==> config.mk <==
export PLATFORM = sky130hd
export DESIGN_NAME = cpu
export DESIGN_NICKNAME = d
export VERILOG_FILES = /design/src/common/tsc_pkg.sv /design/src/hw/alu.sv /design/src/hw/register_file.sv /design/src/hw/datapath.sv /design/src/hw/control_fsm.sv /design/src/hw/cpu.sv
export SDC_FILE = /design/constraint.sdc
export NUM_CORES = 1
export LEC_CHECK = 0
export BUFFER_PORTS_ARGS = -buffer_cell sky130_fd_sc_hd__buf_2
export CAP_MARGIN = 10
export CORE_MARGIN = 1.5
export CORE_UTILIZATION = 50
export CTS_CLUSTER_SIZE = 24
export DETAILED_ROUTE_END_ITERATION = 6
export PLACE_DENSITY_LB_ADDON = 0.05
export SYNTH_ARGS = -nofsm -noshare
export SYNTH_HDL_FRONTEND = slang
export SYNTH_HIERARCHICAL = 1
export SYNTH_SLANG_ARGS = --single-unit
==> constraint.sdc <==
create_clock -name clk -period 5.2 [get_ports clk]
set_input_delay 0.52 -clock clk [delete_from_list [all_inputs] [get_ports clk]]
set_output_delay 0.52 -clock clk [all_outputs]
set_load 0.02 [all_outputs]
==> src/common/tsc_pkg.sv <==
package tsc_pkg;

	localparam int word_width = 16;
	localparam int reg_count = 4;

	typedef logic [$clog2(reg_count)-1:0] reg_idx_t;

	// Opcode 15 holds all R-type instructions, told apart by func
	typedef enum logic [3:0] {
		op_bne = 4'd0,
		op_beq = 4'd1,
		op_bgz = 4'd2,
		op_blz = 4'd3,
		op_adi = 4'd4,
		op_ori = 4'd5,
		op_lhi = 4'd6,
		op_lwd = 4'd7,
		op_swd = 4'd8,
		op_jmp = 4'd9,
		op_jal = 4'd10,
		op_rtype = 4'd15
	} opcode_t;

	typedef enum logic [5:0] {
		fn_add = 6'd0,
		fn_sub = 6'd1,
		fn_and = 6'd2,
		fn_orr = 6'd3,
		fn_not = 6'd4,
		fn_tcp = 6'd5,
		fn_shl = 6'd6,
		fn_shr = 6'd7,
		fn_jpr = 6'd25,
		fn_jrl = 6'd26,
		fn_wwd = 6'd28,
		fn_hlt = 6'd29
	} func_t;

	typedef struct packed {
		opcode_t opcode;
		reg_idx_t rs;
		reg_idx_t rt;
		reg_idx_t rd;
		func_t func;
	} r_fields_t;

	// Jump target is {rs, rt, imm}
	typedef struct packed {
		opcode_t opcode;
		reg_idx_t rs;
		reg_idx_t rt;
		logic [7:0] imm;
	} i_fields_t;

	typedef union packed {
		r_fields_t rtype;
		i_fields_t itype;
	} instr_u;

	typedef enum logic [3:0] {
		alu_add,
		alu_sub,
		alu_and,
		alu_or,
		alu_not,
		alu_tcp,
		alu_shl,
		alu_shr,
		alu_pass_b,
		alu_bne,
		alu_beq,
		alu_bgz,
		alu_blz
	} alu_op_t;

	typedef enum logic [1:0] {
		src_a_pc,
		src_a_reg
	} src_a_t;

	typedef enum logic [1:0] {
		src_b_reg,
		src_b_one,
		src_b_imm,
		src_b_upper
	} src_b_t;

	typedef enum logic [1:0] {
		wdest_rd,
		wdest_rt,
		wdest_link
	} wdest_t;

	typedef struct packed {
		logic pc_write;
		logic pc_from_alu_out;
		logic pc_from_target;
		logic pc_from_reg;
		logic i_or_d;
		logic mem_read;
		logic mem_write;
		logic ir_write;
		logic mdr_write;
		logic reg_write;
		wdest_t wdest;
		logic mem_to_reg;
		logic pc_to_reg;
		src_a_t src_a;
		src_b_t src_b;
		alu_op_t alu_op;
		logic aout_write;
		logic count_inst;
		logic wwd;
	} ctrl_t;

endpackage

==> src/hw/alu.sv <==
`timescale 1ns/1ps

module alu (
	input logic [tsc_pkg::word_width-1:0] a,
	input logic [tsc_pkg::word_width-1:0] b,
	input tsc_pkg::alu_op_t op,
	output logic [tsc_pkg::word_width-1:0] result,
	output logic bcond
);

	localparam int w = tsc_pkg::word_width;

	logic [w-1:0] diff;

	assign diff = a - b;

	always_comb begin
		result = a + b;
		bcond = 1'b0;
		case (op)
			tsc_pkg::alu_sub: result = diff;
			tsc_pkg::alu_and: result = a & b;
			tsc_pkg::alu_or: result = a | b;
			tsc_pkg::alu_not: result = ~a;
			tsc_pkg::alu_tcp: result = ~a + 1'b1;
			tsc_pkg::alu_shl: result = {a[w-2:0], 1'b0};
			// Arithmetic shift keeps the sign
			tsc_pkg::alu_shr: result = {a[w-1], a[w-1:1]};
			tsc_pkg::alu_pass_b: result = b;
			// Compares leave the difference on result
			tsc_pkg::alu_bne: begin
				result = diff;
				bcond = |diff;
			end
			tsc_pkg::alu_beq: begin
				result = diff;
				bcond = ~|diff;
			end
			tsc_pkg::alu_bgz: begin
				result = diff;
				bcond = !a[w-1] && (|a);
			end
			tsc_pkg::alu_blz: begin
				result = diff;
				bcond = a[w-1];
			end
			default: result = a + b;
		endcase
	end

endmodule

==> src/hw/register_file.sv <==
`timescale 1ns/1ps

module register_file (
	input logic clk,
	input logic reset_n,
	input tsc_pkg::reg_idx_t read_idx_1,
	input tsc_pkg::reg_idx_t read_idx_2,
	input tsc_pkg::reg_idx_t write_idx,
	input logic [tsc_pkg::word_width-1:0] write_data,
	input logic write_en,
	output logic [tsc_pkg::word_width-1:0] read_out_1,
	output logic [tsc_pkg::word_width-1:0] read_out_2
);

	logic [tsc_pkg::word_width-1:0] regs [tsc_pkg::reg_count];

	always_ff @(posedge clk) begin
		if (!reset_n) begin
			for (int i = 0; i < tsc_pkg::reg_count; i++) begin
				regs[i] <= '0;
			end
		end else if (write_en) begin
			regs[write_idx] <= write_data;
		end
	end

	// Asynchronous reads
	assign read_out_1 = regs[read_idx_1];
	assign read_out_2 = regs[read_idx_2];

endmodule

==> src/hw/datapath.sv <==
`timescale 1ns/1ps

module datapath (
	input logic clk,
	input logic reset_n,
	input tsc_pkg::ctrl_t ctrl,
	input logic [tsc_pkg::word_width-1:0] read_data,
	output tsc_pkg::instr_u instr,
	output logic bcond,
	output logic read_m,
	output logic write_m,
	output logic [tsc_pkg::word_width-1:0] address,
	output logic [tsc_pkg::word_width-1:0] write_data,
	output logic [tsc_pkg::word_width-1:0] num_inst,
	output logic [tsc_pkg::word_width-1:0] output_port
);

	localparam int w = tsc_pkg::word_width;

	tsc_pkg::instr_u ir;
	tsc_pkg::reg_idx_t write_idx;
	logic [w-1:0] pc;
	logic [w-1:0] mdr;
	logic [w-1:0] reg_a;
	logic [w-1:0] reg_b;
	logic [w-1:0] alu_out;
	logic [w-1:0] rf_out_1;
	logic [w-1:0] rf_out_2;
	logic [w-1:0] rf_write_data;
	logic [w-1:0] imm_ext;
	logic [w-1:0] upper_imm;
	logic [w-1:0] jump_target;
	logic [w-1:0] alu_a;
	logic [w-1:0] alu_b;
	logic [w-1:0] alu_result;
	logic [w-1:0] pc_next;

	assign instr = ir;
	assign read_m = ctrl.mem_read;
	assign write_m = ctrl.mem_write;
	assign address = ctrl.i_or_d ? alu_out : pc;
	assign write_data = reg_b;

	// ORI zero-extends, every other immediate is signed
	assign imm_ext = (ir.itype.opcode == tsc_pkg::op_ori) ? {{(w-8){1'b0}}, ir.itype.imm}
		: {{(w-8){ir.itype.imm[7]}}, ir.itype.imm};
	assign upper_imm = {ir.itype.imm, {(w-8){1'b0}}};
	assign jump_target = {pc[w-1:12], ir.itype.rs, ir.itype.rt, ir.itype.imm};

	assign alu_a = (ctrl.src_a == tsc_pkg::src_a_reg) ? reg_a : pc;

	always_comb begin
		case (ctrl.src_b)
			tsc_pkg::src_b_one: alu_b = {{(w-1){1'b0}}, 1'b1};
			tsc_pkg::src_b_imm: alu_b = imm_ext;
			tsc_pkg::src_b_upper: alu_b = upper_imm;
			default: alu_b = reg_b;
		endcase
	end

	always_comb begin
		case (ctrl.wdest)
			tsc_pkg::wdest_rd: write_idx = ir.rtype.rd;
			tsc_pkg::wdest_link: write_idx = 2'd2;
			default: write_idx = ir.rtype.rt;
		endcase
	end

	// PC already holds PC+1 once the instruction is fetched
	assign rf_write_data = ctrl.pc_to_reg ? pc : (ctrl.mem_to_reg ? mdr : alu_out);

	always_comb begin
		if (ctrl.pc_from_alu_out) begin
			pc_next = alu_out;
		end else if (ctrl.pc_from_target) begin
			pc_next = jump_target;
		end else if (ctrl.pc_from_reg) begin
			pc_next = rf_out_1;
		end else begin
			pc_next = alu_result;
		end
	end

	always_ff @(posedge clk) begin
		if (!reset_n) begin
			pc <= '0;
			ir <= '0;
			num_inst <= '0;
			output_port <= '0;
		end else begin
			if (ctrl.pc_write) begin
				pc <= pc_next;
			end
			if (ctrl.ir_write) begin
				ir <= read_data;
			end
			if (ctrl.count_inst) begin
				num_inst <= num_inst + 1'b1;
			end
			if (ctrl.wwd) begin
				output_port <= rf_out_1;
			end
		end
	end

	always_ff @(posedge clk) begin
		reg_a <= rf_out_1;
		reg_b <= rf_out_2;
		if (ctrl.aout_write) begin
			alu_out <= alu_result;
		end
		if (ctrl.mdr_write) begin
			mdr <= read_data;
		end
	end

	register_file u_register_file (
		.clk(clk),
		.reset_n(reset_n),
		.read_idx_1(ir.rtype.rs),
		.read_idx_2(ir.rtype.rt),
		.write_idx(write_idx),
		.write_data(rf_write_data),
		.write_en(ctrl.reg_write),
		.read_out_1(rf_out_1),
		.read_out_2(rf_out_2)
	);

	alu u_alu (
		.a(alu_a),
		.b(alu_b),
		.op(ctrl.alu_op),
		.result(alu_result),
		.bcond(bcond)
	);

endmodule

==> src/hw/control_fsm.sv <==
`timescale 1ns/1ps

module control_fsm (
	input logic clk,
	input logic reset_n,
	input tsc_pkg::instr_u instr,
	input logic bcond,
	output tsc_pkg::ctrl_t ctrl,
	output logic is_halted
);

	typedef enum logic [3:0] {
		s_init,
		s_if1,
		s_if2,
		s_id,
		s_ex,
		s_mem1,
		s_mem2,
		s_wb,
		s_halt
	} state_t;

	state_t state;
	state_t state_next;
	tsc_pkg::opcode_t opcode;
	tsc_pkg::func_t func;
	logic is_rtype;
	logic is_alu_r;
	logic is_alu_i;
	logic is_branch;
	logic is_mem;

	function automatic tsc_pkg::alu_op_t r_alu_op(input tsc_pkg::func_t f);
		case (f)
			tsc_pkg::fn_sub: return tsc_pkg::alu_sub;
			tsc_pkg::fn_and: return tsc_pkg::alu_and;
			tsc_pkg::fn_orr: return tsc_pkg::alu_or;
			tsc_pkg::fn_not: return tsc_pkg::alu_not;
			tsc_pkg::fn_tcp: return tsc_pkg::alu_tcp;
			tsc_pkg::fn_shl: return tsc_pkg::alu_shl;
			tsc_pkg::fn_shr: return tsc_pkg::alu_shr;
			default: return tsc_pkg::alu_add;
		endcase
	endfunction

	function automatic tsc_pkg::alu_op_t branch_op(input tsc_pkg::opcode_t op);
		case (op)
			tsc_pkg::op_beq: return tsc_pkg::alu_beq;
			tsc_pkg::op_bgz: return tsc_pkg::alu_bgz;
			tsc_pkg::op_blz: return tsc_pkg::alu_blz;
			default: return tsc_pkg::alu_bne;
		endcase
	endfunction

	// Opcode from the I view, function from the R view
	assign opcode = instr.itype.opcode;
	assign func = instr.rtype.func;
	assign is_rtype = (opcode == tsc_pkg::op_rtype);
	assign is_alu_r = is_rtype && (func inside {[tsc_pkg::fn_add:tsc_pkg::fn_shr]});
	assign is_alu_i = opcode inside {tsc_pkg::op_adi, tsc_pkg::op_ori, tsc_pkg::op_lhi};
	assign is_branch = opcode inside {[tsc_pkg::op_bne:tsc_pkg::op_blz]};
	assign is_mem = opcode inside {tsc_pkg::op_lwd, tsc_pkg::op_swd};
	assign is_halted = (state == s_halt);

	always_ff @(posedge clk) begin
		if (!reset_n) begin
			state <= s_init;
		end else begin
			state <= state_next;
		end
	end

	always_comb begin
		ctrl = '0;
		state_next = state;
		case (state)
			s_init: state_next = s_if1;
			s_if1: begin
				ctrl.mem_read = 1'b1;
				state_next = s_if2;
			end
			// PC moves to PC+1 here, jumps and branches overwrite it later
			s_if2: begin
				ctrl.ir_write = 1'b1;
				ctrl.src_a = tsc_pkg::src_a_pc;
				ctrl.src_b = tsc_pkg::src_b_one;
				ctrl.alu_op = tsc_pkg::alu_add;
				ctrl.aout_write = 1'b1;
				ctrl.pc_write = 1'b1;
				state_next = s_id;
			end
			s_id: begin
				// Branch target into ALU out
				ctrl.src_a = tsc_pkg::src_a_pc;
				ctrl.src_b = tsc_pkg::src_b_imm;
				ctrl.alu_op = tsc_pkg::alu_add;
				ctrl.aout_write = 1'b1;
				state_next = s_if1;
				if (is_rtype && func == tsc_pkg::fn_hlt) begin
					ctrl.count_inst = 1'b1;
					state_next = s_halt;
				end else if (opcode inside {tsc_pkg::op_jmp, tsc_pkg::op_jal}) begin
					ctrl.pc_write = 1'b1;
					ctrl.pc_from_target = 1'b1;
					ctrl.count_inst = 1'b1;
					ctrl.reg_write = (opcode == tsc_pkg::op_jal);
				end else if (is_rtype && func inside {tsc_pkg::fn_jpr, tsc_pkg::fn_jrl}) begin
					ctrl.pc_write = 1'b1;
					ctrl.pc_from_reg = 1'b1;
					ctrl.count_inst = 1'b1;
					ctrl.reg_write = (func == tsc_pkg::fn_jrl);
				end else if (is_rtype && func == tsc_pkg::fn_wwd) begin
					ctrl.wwd = 1'b1;
					ctrl.count_inst = 1'b1;
				end else if (is_branch || is_mem || is_alu_r || is_alu_i) begin
					state_next = s_ex;
				end else begin
					// Unknown encodings retire as no-ops
					ctrl.count_inst = 1'b1;
				end
				// Links always go to register 2 with PC+1
				ctrl.wdest = tsc_pkg::wdest_link;
				ctrl.pc_to_reg = 1'b1;
			end
			s_ex: begin
				ctrl.src_a = tsc_pkg::src_a_reg;
				ctrl.aout_write = 1'b1;
				state_next = s_wb;
				if (is_branch) begin
					ctrl.src_b = tsc_pkg::src_b_reg;
					ctrl.alu_op = branch_op(opcode);
					ctrl.aout_write = 1'b0;
					ctrl.pc_write = bcond;
					ctrl.pc_from_alu_out = 1'b1;
					ctrl.count_inst = 1'b1;
					state_next = s_if1;
				end else if (is_mem) begin
					ctrl.src_b = tsc_pkg::src_b_imm;
					ctrl.alu_op = tsc_pkg::alu_add;
					state_next = s_mem1;
				end else if (opcode == tsc_pkg::op_lhi) begin
					ctrl.src_b = tsc_pkg::src_b_upper;
					ctrl.alu_op = tsc_pkg::alu_pass_b;
				end else if (is_alu_i) begin
					ctrl.src_b = tsc_pkg::src_b_imm;
					ctrl.alu_op = (opcode == tsc_pkg::op_ori) ? tsc_pkg::alu_or
						: tsc_pkg::alu_add;
				end else begin
					ctrl.src_b = tsc_pkg::src_b_reg;
					ctrl.alu_op = r_alu_op(func);
				end
			end
			s_mem1: begin
				ctrl.i_or_d = 1'b1;
				if (opcode == tsc_pkg::op_lwd) begin
					ctrl.mem_read = 1'b1;
					state_next = s_mem2;
				end else begin
					ctrl.mem_write = 1'b1;
					ctrl.count_inst = 1'b1;
					state_next = s_if1;
				end
			end
			s_mem2: begin
				ctrl.mdr_write = 1'b1;
				state_next = s_wb;
			end
			s_wb: begin
				ctrl.reg_write = 1'b1;
				ctrl.count_inst = 1'b1;
				ctrl.mem_to_reg = (opcode == tsc_pkg::op_lwd);
				ctrl.wdest = is_rtype ? tsc_pkg::wdest_rd : tsc_pkg::wdest_rt;
				state_next = s_if1;
			end
			default: state_next = s_halt;
		endcase
	end

endmodule

==> src/hw/cpu.sv <==
`timescale 1ns/1ps

module cpu (
	input logic clk,
	input logic reset_n,
	output logic read_m,
	output logic write_m,
	output logic [tsc_pkg::word_width-1:0] address,
	output logic [tsc_pkg::word_width-1:0] write_data,
	input logic [tsc_pkg::word_width-1:0] read_data,
	output logic [tsc_pkg::word_width-1:0] num_inst,
	output logic [tsc_pkg::word_width-1:0] output_port,
	output logic is_halted
);

	tsc_pkg::ctrl_t ctrl;
	tsc_pkg::instr_u instr;
	logic bcond;

	control_fsm u_control_fsm (
		.clk(clk),
		.reset_n(reset_n),
		.instr(instr),
		.bcond(bcond),
		.ctrl(ctrl),
		.is_halted(is_halted)
	);

	datapath u_datapath (
		.clk(clk),
		.reset_n(reset_n),
		.ctrl(ctrl),
		.read_data(read_data),
		.instr(instr),
		.bcond(bcond),
		.read_m(read_m),
		.write_m(write_m),
		.address(address),
		.write_data(write_data),
		.num_inst(num_inst),
		.output_port(output_port)
	);

endmodule

==> summary.log, run 1 <==
INFO  finish         design.final.nets=1493
INFO  timing         total_setup_violations_reported_at_the_end_of_the_flow=0
INFO  global_route   grt_max_degree=35
INFO  route          drt_iter0_drc=848
INFO  synthesis      synthesis.yosys.warnings=6
INFO  critical_path  setup.worst_path.class=register to register
INFO  timing         max_slew.worst_pin.slew=1.07ns
INFO  floorplan      placeableCoreArea=25100um2
INFO  global_route   grt_pass1_wl=60000um
INFO  clock_network  holdBufCountCts=0
INFO  place          post-dp-hpwl=29400um
INFO  route          detail_route.vias_per_cell=6.15
INFO  synthesis      syn-cell-area=12700um2
INFO  place          weighted_congestion_reported_at_the_end_of_routability_driven_placement=0.897
INFO  critical_path  critical_path.slowest_cell=or4b_4
INFO  place          placedInstanceArea=13900um2
INFO  finish         syn_to_final_growth=17.5%
INFO  place          count_of_input_and_output_buffers=84
INFO  pwr            leakage=5.68nW
INFO  timing         finalWorstSetupSlack=0.111ns
INFO  clock_network  inserted_clock_buffers=17
INFO  floorplan      horizontal_die_dimension=163um
INFO  timing         clock-skew-final=0.0131ns
INFO  timing         drv_slew=0
INFO  synthesis      synth_nets=1356
INFO  global_route   first_global_vias=10200
INFO  clock_network  cell_at_the_root_of_the_clock_tree=clkbuf_16
INFO  finish         final.fill_count=2209
INFO  finish         fin_util=0.596
INFO  clock_network  clkSinkCount=196
INFO  critical_path  crit_path_cell_trace=or4b_4 > inv_4 > nor2b_4 > buf_6 > mux2_4 > inv_1 > ha_1 > o21bai_1 > buf_4 > a211oi_2 > buf_4 > a21oi_4 > o211ai_1 > buf_4 > buf_4 > a2111oi_4 > nand4_1 > o311ai_2 > buf_4 > a21oi_4 > o21ai_4 > clkbuf_16 > o21ai_0 > a31oi_1
INFO  critical_path  critPathMostFrequentCell=buf_4
INFO  timing         timing.max_slew.rel_slack=0.283
INFO  synthesis      syn-instance-count=1287
INFO  global_route   met1_usage=0.412
INFO  global_route   gr-usage-met3=0.0372
INFO  clock_network  tritoncts=yes
INFO  route          routed_wirelength=40100um
INFO  place          worst_slack_after_detailed_placement=-0.115ns
INFO  critical_path  timing.critical_path.to_type=register
INFO  timing         number_of_hold_slack_violations_in_the_final_timing_report=0
INFO  critical_path  cpPeakStageDelay=0.60ns
INFO  global_route   grt_antenna_before_repair=0
INFO  timing         final_min_period_over_clock_period=0.979
INFO  timing         whs=0.283ns
INFO  synthesis      seq_area_frac_synth=0.383
INFO  floorplan      fp.dieArea=26400um2
INFO  global_route   grt-busiest-layer=met2
INFO  floorplan      initial_utilization=0.507
INFO  critical_path  cp_data_arrival_time=5.45ns
INFO  critical_path  timing.critical_path.from_type=register
INFO  timing         max_freq=0.196GHz
INFO  place          numPlacedInstances=1722
INFO  pwr            cellPowerDensity=285nW/um2
INFO  finish         final_cells=1767
INFO  finish         n_antenna_cell=0
INFO  route          post-route-drc-count=0
INFO  synthesis      ys_async_sr_fraction=0
INFO  route          via_count=10900
INFO  floorplan      boundaryPins=85
INFO  finish         most-common-layout-cells=buf_4, dfxtp_1, edfxtp_1, nand2_1, nor2_1
INFO  hold_path      worstHoldPathType=input pin to register
INFO  global_route   grt_use_total=0.301
INFO  clock_network  htree_num_levels=4
INFO  finish         stdcell_area=15000um2
INFO  clock_network  clockBufferDepth=2
INFO  synthesis      postSynthRegisterBits=196
INFO  route          dr.pass1.iters=5
INFO  floorplan      placementRows=58
INFO  synthesis      synth-edff-count=96
INFO  global_route   overflow=0
INFO  timing         setup_tns=0ns
INFO  finish         layout.cells.most_common=buf_4
INFO  route          drt-wirelength-per-cell=22.7um
INFO  critical_path  critPathMaxFanout=8
INFO  clock_network  clkSlewWorstSetupHoldPaths=0.07ns
INFO  job            drv_cap=0
INFO  pwr            irDropWorstVdd=0.000240V
INFO  synthesis      post_synth_num_cell_types=97
INFO  timing         finalWorstPathRequiredPeriod=5.09ns
INFO  floorplan      fp.dieH=163um
INFO  critical_path  cp.required=5.56ns
INFO  critical_path  setup.reg_to_reg.worst_slack=0.11ns
INFO  synthesis      synth_area_per_cell=9.90um2
INFO  status         run_status=finished clean
INFO  global_route   global_route.usage.met2=0.487
INFO  route          drtAntennaViolNets=0
INFO  clock_network  worst_skew_pair.late_latency=0.44ns
INFO  finish         layout-drive-gt1-share=0.272
INFO  synthesis      dominantRegCellSynth=dfxtp_1
INFO  pwr            totalPowerFinal=4.27mW
## final cells by class
cell class,instances,area (um2),share of cell area
Clock buffer,19,433,0.0289
Clock inverter,13,150,0.0100
Inverter,58,220,0.0147
Multi-Input combinational cell,943,7440,0.497
Sequential cell,196,4880,0.326
Tap cell,330,413,0.0276
Timing Repair Buffer,208,1430,0.0953
## cells by family after synthesis
logic type	after synthesis	synth area share
buffers and inverters	148	0.0586
multiplexers	145	0.153
flip-flops	196	0.383
AO/OA/AOI/OAI	304	0.162
other	1	0.000294
XOR/XNOR	22	0.0151
AND/OR/NAND/NOR	420	0.176
adder cells (fa/ha/maj)	51	0.0513
## critical path, delay by kind of cell (launching register included)
kind / cells / cell delay [ns]
simple gates: 3 / 0.96
fa+ha+maj: 1 / 0.25
compound gates: 10 / 1.77
mux: 1 / 0.33
flops: 1 / 0.31
buf+inv: 9 / 1.38
## where the power goes
part | leakage, nW | switching [mW] | internal [mW]
sequential | 1.77 | 0.0641 | 1.70
clock | 0.272 | 0.592 | 0.717
combinational | 3.64 | 0.677 | 0.521
## layer usage
metal	vias up	wire length, um	share of wire
li1	5051	-	-
met1	5302	17500	0.44
met2	432	18600	0.46
met3	81	2410	0.060
met4	0	1550	0.039
met5	-	0	0
## timing repair
| item | CTS | global route |
|---|---|---|
| pin swaps | 1 | 23 |
| setup endpoints to repair | 16 | 16 |
| setup buffers | 1 | 10 |
| gates resized for setup | 5 | 75 |
| cloned | 0 | 2 |
## flip-flops by register name, summed over array words and instances, names as in the netlist
register,count
u_datapath/u_register_file/regs,64
u_datapath/alu_out,16
u_datapath/instr,16
u_datapath/mdr,16
u_datapath/num_inst,16
u_datapath/output_port,16
u_datapath/pc,16
u_datapath/reg_a,16
u_datapath/write_data,16
u_control_fsm/state,4
## synth_stat cells (all sizes together), types with 12 or more instances
| master | number | share of area |
|---|---|---|
| mux2i | 68 | 0.053 |
| mux2 | 45 | 0.040 |
| o211ai | 23 | 0.014 |
| mux4 | 32 | 0.060 |
| nand4 | 16 | 0.0090 |
| nor2 | 97 | 0.029 |
| ha | 49 | 0.048 |
| inv | 57 | 0.017 |
| buf | 43 | 0.024 |
| a21oi | 60 | 0.024 |
| edfxtp | 96 | 0.23 |
| nand2 | 93 | 0.027 |
| dfxtp | 100 | 0.16 |
| clkbuf | 47 | 0.017 |
| nand2b | 37 | 0.018 |
| nor4 | 12 | 0.0064 |
| and2 | 52 | 0.026 |
| a31oi | 16 | 0.0079 |
| xnor2 | 18 | 0.012 |
| nand3 | 17 | 0.0081 |
| o21ai | 82 | 0.033 |
| and3 | 19 | 0.0093 |
| a221oi | 16 | 0.011 |
| nor3 | 23 | 0.010 |
## final timing paths
kind | startpoint | cells past startpoint | end
max | u_control_fsm/state[3] | 24 | u_datapath/pc[1]
min | read_data[12] | 1 | u_datapath/mdr[12]
min reg2reg | u_datapath/num_inst[14] | 2 | u_datapath/num_inst[14]
max reg2reg | u_control_fsm/state[3] | 24 | u_datapath/pc[1]
Power figures use the tool's default switching activity.
==> inputs of run 2 (changes only) <==
--- a/config.mk
+++ b/config.mk
@@ -11,7 +11,8 @@
 export CORE_UTILIZATION = 50
 export CTS_CLUSTER_SIZE = 24
 export DETAILED_ROUTE_END_ITERATION = 6
-export PLACE_DENSITY_LB_ADDON = 0.05
+export PLACE_DENSITY = 0.7
+export SKIP_CTS_REPAIR_TIMING = 1
 export SYNTH_ARGS = -nofsm -noshare
 export SYNTH_HDL_FRONTEND = slang
 export SYNTH_HIERARCHICAL = 1
==> summary.log, run 2 (synthesized netlist as in run 1, its figures left out) <==
INFO  critical_path  timing.critical_path.from_type=register
INFO  critical_path  setup.reg_to_reg.worst_slack=0.08ns [-0.03 ns]
INFO  finish         layout-drive-gt1-share=0.252 [-0.0205]
INFO  critical_path  cpPeakStageDelay=0.58ns [-0.02 ns]
INFO  critical_path  setup.worst_path.class=register to register
INFO  critical_path  cp_data_arrival_time=5.47ns [+0.02 ns]
INFO  floorplan      initial_utilization=0.507 [unchanged]
INFO  route          drt_iter0_drc=1143 [+35%]
INFO  route          drtAntennaViolNets=0 [unchanged]
INFO  clock_network  clkSlewWorstSetupHoldPaths=0.07ns [about the same]
INFO  status         run_status=finished clean
INFO  floorplan      fp.dieArea=26400um2 [unchanged]
INFO  finish         n_antenna_cell=0 [unchanged]
INFO  finish         stdcell_area=14700um2 [-2.1%]
INFO  place          count_of_input_and_output_buffers=84 [unchanged]
INFO  global_route   grt-busiest-layer=met2
INFO  global_route   global_route.usage.met2=0.451 [-0.0359]
INFO  floorplan      placementRows=58 [unchanged]
INFO  clock_network  worst_skew_pair.late_latency=0.43ns [about the same]
INFO  timing         number_of_hold_slack_violations_in_the_final_timing_report=0 [unchanged]
INFO  place          post-dp-hpwl=27700um [-5.8%]
INFO  finish         layout.cells.most_common=dfxtp_1
INFO  timing         max_slew.worst_pin.slew=1.08ns [+0.00772 ns]
INFO  finish         multiInputGateArea=7380um2 [-0.76%]
INFO  timing         total_setup_violations_reported_at_the_end_of_the_flow=0 [unchanged]
INFO  global_route   grt_use_total=0.285 [-0.0160]
INFO  route          post-route-drc-count=0 [unchanged]
INFO  critical_path  path_delay_family=compound AO/OA/AOI/OAI gates
INFO  clock_network  clkSinkCount=196 [unchanged]
INFO  finish         largest_reg_flops=64 [unchanged]
INFO  clock_network  inserted_clock_buffers=17 [unchanged]
INFO  global_route   grt_max_degree=35 [unchanged]
INFO  finish         most-common-layout-cells=dfxtp_1, edfxtp_1, nand2_1, nor2_1, buf_4
INFO  route          detail_route.vias_per_cell=6.28 [+2.1%]
INFO  global_route   first_global_vias=10000 [-1.8%]
INFO  clock_network  htree_num_levels=4 [unchanged]
INFO  hold_path      hold_path_depth=1 [unchanged]
INFO  critical_path  r2r_cells=22 [-8.3%]
INFO  hold_path      worstHoldPathType=input pin to register
INFO  global_route   overflow=0 [unchanged]
INFO  hold_path      holdPathEnd=u_datapath/mdr[12]
INFO  clock_network  cell_at_the_root_of_the_clock_tree=clkbuf_16
INFO  timing         timing.max_slew.rel_slack=0.278 [-0.00515]
INFO  critical_path  r2r-end=u_datapath/pc[2]
INFO  critical_path  crit_path_cell_trace=or4b_4 > inv_4 > nor2b_1 > buf_4 > mux2_2 > inv_1 > ha_4 > buf_4 > nor3_2 > a211oi_2 > buf_4 > a21oi_4 > o211ai_1 > o41ai_2 > xor2_1 > nand4_1 > o311ai_2 > a21oi_2 > o21ai_4 > clkbuf_16 > o21ai_1 > a31oi_1
INFO  floorplan      placeableCoreArea=25100um2 [unchanged]
INFO  global_route   grt_antenna_before_repair=0 [unchanged]
INFO  timing         rsz_0062_raised_after_global_routing=yes
INFO  critical_path  cp_num_buf_inv=6 [-3]
INFO  pwr            irDropWorstVdd=0.000257V [+7.0%]
INFO  route          dr.pass1.iters=5 [unchanged]
INFO  finish         ff_latch_area=4890um2 [about the same]
INFO  timing         final_min_period_over_clock_period=0.984 [+0.00505]
INFO  global_route   met1_usage=0.394 [-0.0182]
INFO  place          weighted_congestion_reported_at_the_end_of_routability_driven_placement=0.899 [+0.29%]
INFO  floorplan      fp.dieH=163um [unchanged]
INFO  route          drt-wirelength-per-cell=22.1um [-2.7%]
INFO  job            drv_cap=0 [unchanged]
INFO  critical_path  timing.critical_path.to_type=register
INFO  clock_network  clockBufferDepth=2 [unchanged]
INFO  critical_path  critPathMostFrequentCell=buf_4
INFO  floorplan      boundaryPins=85 [unchanged]
INFO  timing         clock-skew-final=0.00985ns [-0.00321 ns]
INFO  hold_path      hold_path_startpoint=read_data[12]
INFO  finish         final.fill_count=2156 [-2.4%]
INFO  finish         registers.top_by_ff_count=u_datapath/u_register_file/regs
INFO  floorplan      horizontal_die_dimension=163um [unchanged]
INFO  finish         syn_to_final_growth=15.1%
INFO  critical_path  cp.required=5.56ns [about the same]
INFO  place          numPlacedInstances=1691 [-1.8%]
INFO  critical_path  critical_path.reg2reg.startpoint=u_control_fsm/state[3]
INFO  finish         final_cells=1737 [-1.7%]
INFO  route          via_count=10900 [+0.36%]
INFO  place          placedInstanceArea=13700um2 [-1.8%]
INFO  timing         max_freq=0.195GHz [-0.51%]
INFO  pwr            cellPowerDensity=284nW/um2 [-0.50%]
INFO  global_route   grt_pass1_wl=57600um [-4.0%]
INFO  clock_network  tritoncts=yes
INFO  pwr            leakage=5.51nW [-3.1%]
INFO  global_route   gr-usage-met3=0.0374 [+0.000255]
INFO  route          routed_wirelength=38300um [-4.3%]
INFO  finish         design.final.nets=1463 [-2.0%]
INFO  critical_path  critical_path.slowest_cell=or4b_4
INFO  critical_path  critPathMaxFanout=8 [unchanged]
INFO  timing         finalWorstPathRequiredPeriod=5.12ns [+0.0263 ns]
INFO  timing         drv_slew=0 [unchanged]
==> run 2: worst max path at each step <==
stage                                       from                 to  slack (ns)  cells past startpoint
after floorplan           u_control_fsm/state[3]  u_datapath/pc[10]        0.05                     25
after global placement    u_control_fsm/state[0]   u_datapath/pc[8]        0.08                     22
after detailed placement  u_control_fsm/state[0]   u_datapath/pc[3]       -0.03                     22
after CTS                 u_control_fsm/state[0]   u_datapath/pc[3]       -0.09                     22
after global routing      u_control_fsm/state[3]   u_datapath/pc[3]       -0.06                     23
final                     u_control_fsm/state[3]   u_datapath/pc[2]        0.08                     22
==> run 2: final cells by class <==
cell class,instances,share of cell area
well taps,330,0.0282
multi-input cells,943,0.504
inverters,58,0.0152
clock buffers,24,0.0315
repair buffers,178,0.0812
clock inverters,8,0.00691
flip-flops and latches,196,0.333
==> run 2: power breakdown <==
group          switching, mW  total [mW]  internal (mW)
clock                  0.546        1.27          0.722
combinational          0.657        1.13          0.468
sequential            0.0671        1.76           1.70
total                   1.27        4.16           2.89
==> run 2: stage by stage <==
step / hold WS, ns / setup WS [ns] / power [mW] / setup TNS [ns] / utilization
2_1_floorplan: 0.469 / 0.0509 / 2.47 / 0 / -
3_3_place_gp: 0.451 / 0.0798 / 2.78 / 0 / 0.545
3_5_place_dp: 0.465 / -0.0327 / 2.79 / -0.104 / 0.545
4_1_cts: 0.268 / -0.0852 / 4.05 / -0.807 / 0.567
5_1_grt: 0.273 / -0.0642 / 4.31 / -0.749 / 0.584
6_report: 0.274 / 0.0846 / 4.16 / 0 / 0.584
==> run 2: layer usage <==
layer  vias up  share of wire  wire, um
li1       4992              -         -
met1      5348           0.42     16200
met2       492           0.47     17900
met3        73          0.076      2900
met4         0          0.034      1320
met5         -              0         0
==> inputs of run 3 (changes only) <==
--- a/config.mk
+++ b/config.mk
@@ -9,8 +9,11 @@
 export CAP_MARGIN = 10
 export CORE_MARGIN = 1.5
 export CORE_UTILIZATION = 50
+export CTS_BUF_LIST = sky130_fd_sc_hd__clkbuf_4
 export CTS_CLUSTER_SIZE = 24
 export DETAILED_ROUTE_END_ITERATION = 6
+export GPL_ROUTABILITY_DRIVEN = 1
+export MAX_ROUTING_LAYER = met4
 export PLACE_DENSITY = 0.7
 export SKIP_CTS_REPAIR_TIMING = 1
 export SYNTH_ARGS = -nofsm -noshare
==> summary.log, run 3 (synthesized netlist as in run 1, its figures left out) <==
INFO  status         run_status=finished clean
INFO  floorplan      boundaryPins=85 [unchanged]
INFO  timing         whs=0.127ns [-0.148 ns]
INFO  critical_path  timing.critical_path.to_type=register
INFO  place          worst_slack_after_detailed_placement=-0.133ns [-0.101 ns]
INFO  critical_path  timing.critical_path.from_type=register
INFO  clock_network  cell_at_the_root_of_the_clock_tree=clkbuf_4
INFO  job            drv_cap=0 [unchanged]
INFO  route          drt_iter0_drc=1032 [-9.7%]
INFO  global_route   first_global_vias=10100 [+0.50%]
INFO  critical_path  cp_data_arrival_time=5.65ns [+0.18 ns]
INFO  place          count_of_input_and_output_buffers=84 [unchanged]
INFO  timing         final_min_period_over_clock_period=0.990 [+0.00658]
INFO  timing         timing.max_slew.rel_slack=0.297 [+0.0193]
INFO  critical_path  critPathMaxFanout=7 [-1]
INFO  finish         layout.cells.most_common=dfxtp_1
INFO  timing         finalWorstPathRequiredPeriod=5.15ns [+0.0342 ns]
INFO  hold_path      worstHoldPathType=input pin to register
INFO  timing         max_freq=0.194GHz [-0.66%]
INFO  global_route   grt_max_degree=35 [unchanged]
INFO  clock_network  htree_num_levels=4 [unchanged]
INFO  pwr            intPower=2.44mW [-16%]
INFO  clock_network  clkSlewWorstSetupHoldPaths=0.17ns [+0.10 ns]
INFO  critical_path  cp.required=5.70ns [+0.14 ns]
INFO  place          weighted_congestion_reported_at_the_end_of_routability_driven_placement=0.925 [+2.9%]
INFO  clock_network  worst_skew_pair.late_latency=0.58ns [+0.15 ns]
INFO  global_route   grt_pass1_wl=57200um [-0.73%]
INFO  timing         number_of_hold_slack_violations_in_the_final_timing_report=0 [unchanged]
INFO  floorplan      placeableCoreArea=25100um2 [unchanged]
INFO  place          numPlacedInstances=1690 [-0.059%]
INFO  finish         fin_util=0.578 [-0.00528]
INFO  finish         design.final.nets=1468 [+0.34%]
INFO  timing         setup_tns=0ns [unchanged]
INFO  timing         max_slew.worst_pin.slew=1.05ns [-0.0289 ns]
INFO  finish         final_cells=1743 [+0.35%]
INFO  finish         syn_to_final_growth=14.0%
INFO  route          drt-wirelength-per-cell=22.1um [+0.18%]
INFO  floorplan      fp.dieH=163um [unchanged]
INFO  clock_network  tritoncts=yes
INFO  floorplan      horizontal_die_dimension=163um [unchanged]
INFO  pwr            net-switching-power=1.28mW [+1.0%]
INFO  timing         clock-skew-final=0.0209ns [+0.0111 ns]
INFO  pwr            pwr-share-comb=0.312 [+0.041]
INFO  route          via_count=11000 [+0.58%]
INFO  timing         finalWorstSetupSlack=0.0504ns [-0.0342 ns]
INFO  route          drtAntennaViolNets=0 [unchanged]
INFO  clock_network  clockBufferDepth=2 [unchanged]
INFO  route          dr.pass1.iters=5 [unchanged]
INFO  route          routed_wirelength=38500um [+0.53%]
INFO  global_route   grt_use_total=0.290 [+0.00468]
INFO  floorplan      initial_utilization=0.507 [unchanged]
INFO  global_route   overflow=0 [unchanged]
INFO  timing         drv_slew=0 [unchanged]
INFO  pwr            irDropWorstVdd=0.000190V [-26%]
INFO  critical_path  setup.worst_path.class=register to register
INFO  route          post-route-drc-count=0 [unchanged]
INFO  pwr            seqPwrFrac=0.474 [+0.050]
INFO  pwr            p_sw_frac=0.345 [+0.0395]
INFO  global_route   grt_antenna_before_repair=1 [+1]
INFO  pwr            leakage=5.48nW [-0.50%]
INFO  floorplan      fp.dieArea=26400um2 [unchanged]
INFO  pwr            cellPowerDensity=256nW/um2 [-9.7%]
INFO  finish         layout-drive-gt1-share=0.268 [+0.0161]
INFO  finish         registers.top_by_ff_count=u_datapath/u_register_file/regs
INFO  finish         most-common-layout-cells=dfxtp_1, edfxtp_1, nand2_1, nor2_1, buf_4
INFO  timing         total_setup_violations_reported_at_the_end_of_the_flow=0 [unchanged]
INFO  floorplan      placementRows=58 [unchanged]
INFO  place          post-dp-hpwl=27800um [+0.60%]
INFO  clock_network  inserted_clock_buffers=17 [unchanged]
INFO  finish         largest_reg_flops=64 [unchanged]
INFO  route          detail_route.vias_per_cell=6.29 [+0.23%]
INFO  pwr            clkPwrFrac=0.213 [-0.092]
INFO  clock_network  clkSinkCount=196 [unchanged]
==> run 3: critical path: stages, from the launching register on <==
cell and delay (ns):
dfxtp_2 0.35, or4b_4 0.58, inv_4 0.07, nor2b_4 0.15, buf_6 0.15, mux2_4 0.33
inv_4 0.07, ha_4 0.14, inv_2 0.04, fa_2 0.40, and2b_2 0.24, o21bai_1 0.21
and2_4 0.20, o2111a_1 0.17, nand4_1 0.20, a2111oi_4 0.32, nand4_1 0.15, buf_6 0.18
o311ai_4 0.33, a21oi_2 0.12, o21ai_4 0.16, buf_12 0.18, o21ai_2 0.07, a31oi_1 0.23
==> run 3: path summary, 6_finish.rpt <==
kind | start | end | slack (ns) | cells past startpoint
setup reg to reg | u_control_fsm/state[3] | u_datapath/pc[7] | 0.05 | 23
hold / removal | read_data[12] | u_datapath/mdr[12] | 0.13 | 1
setup / recovery | u_control_fsm/state[3] | u_datapath/pc[7] | 0.05 | 23
hold reg to reg | u_datapath/num_inst[15] | u_datapath/num_inst[15] | 0.48 | 2
==> run 3: power by group through the flow <==
stage               Clock [mW]  Combinational (mW)  Sequential [mW]
finish                   0.794                1.16             1.76
global placement             0               0.992             1.79
CTS                      0.799                1.01             1.76
global route             0.853                1.24             1.77
floorplan                    0               0.694             1.77
detailed placement           0               0.998             1.79
==> run 3: area by class of cell <==
cell class                 instances  area, um2
inverter                          58        223
tap                              330        413
clock inverter                    15        146
timing repair buffer             183       1250
antenna                            1       2.50
sequential                       196       4890
multi-input combinational        943       7470
fill                            2185      10600
clock buffer                      17        128
==> run 3: routing by layer <==
| layer | routed length [um] | GRT usage |
|---|---|---|
| met5 | 0 | - |
| met3 | 2580 | 0.0272 |
| met4 | 825 | 0.0805 |
| met1 | 16600 | 0.397 |
| met2 | 18500 | 0.462 |
==> run 3: through the flow <==
step	cell area (um2)	power, mW
after floorplan	12700	2.47
after global placement	13700	2.78
after detailed placement	13700	2.79
after CTS	13900	3.56
after global routing	14500	3.87
final	14500	3.72
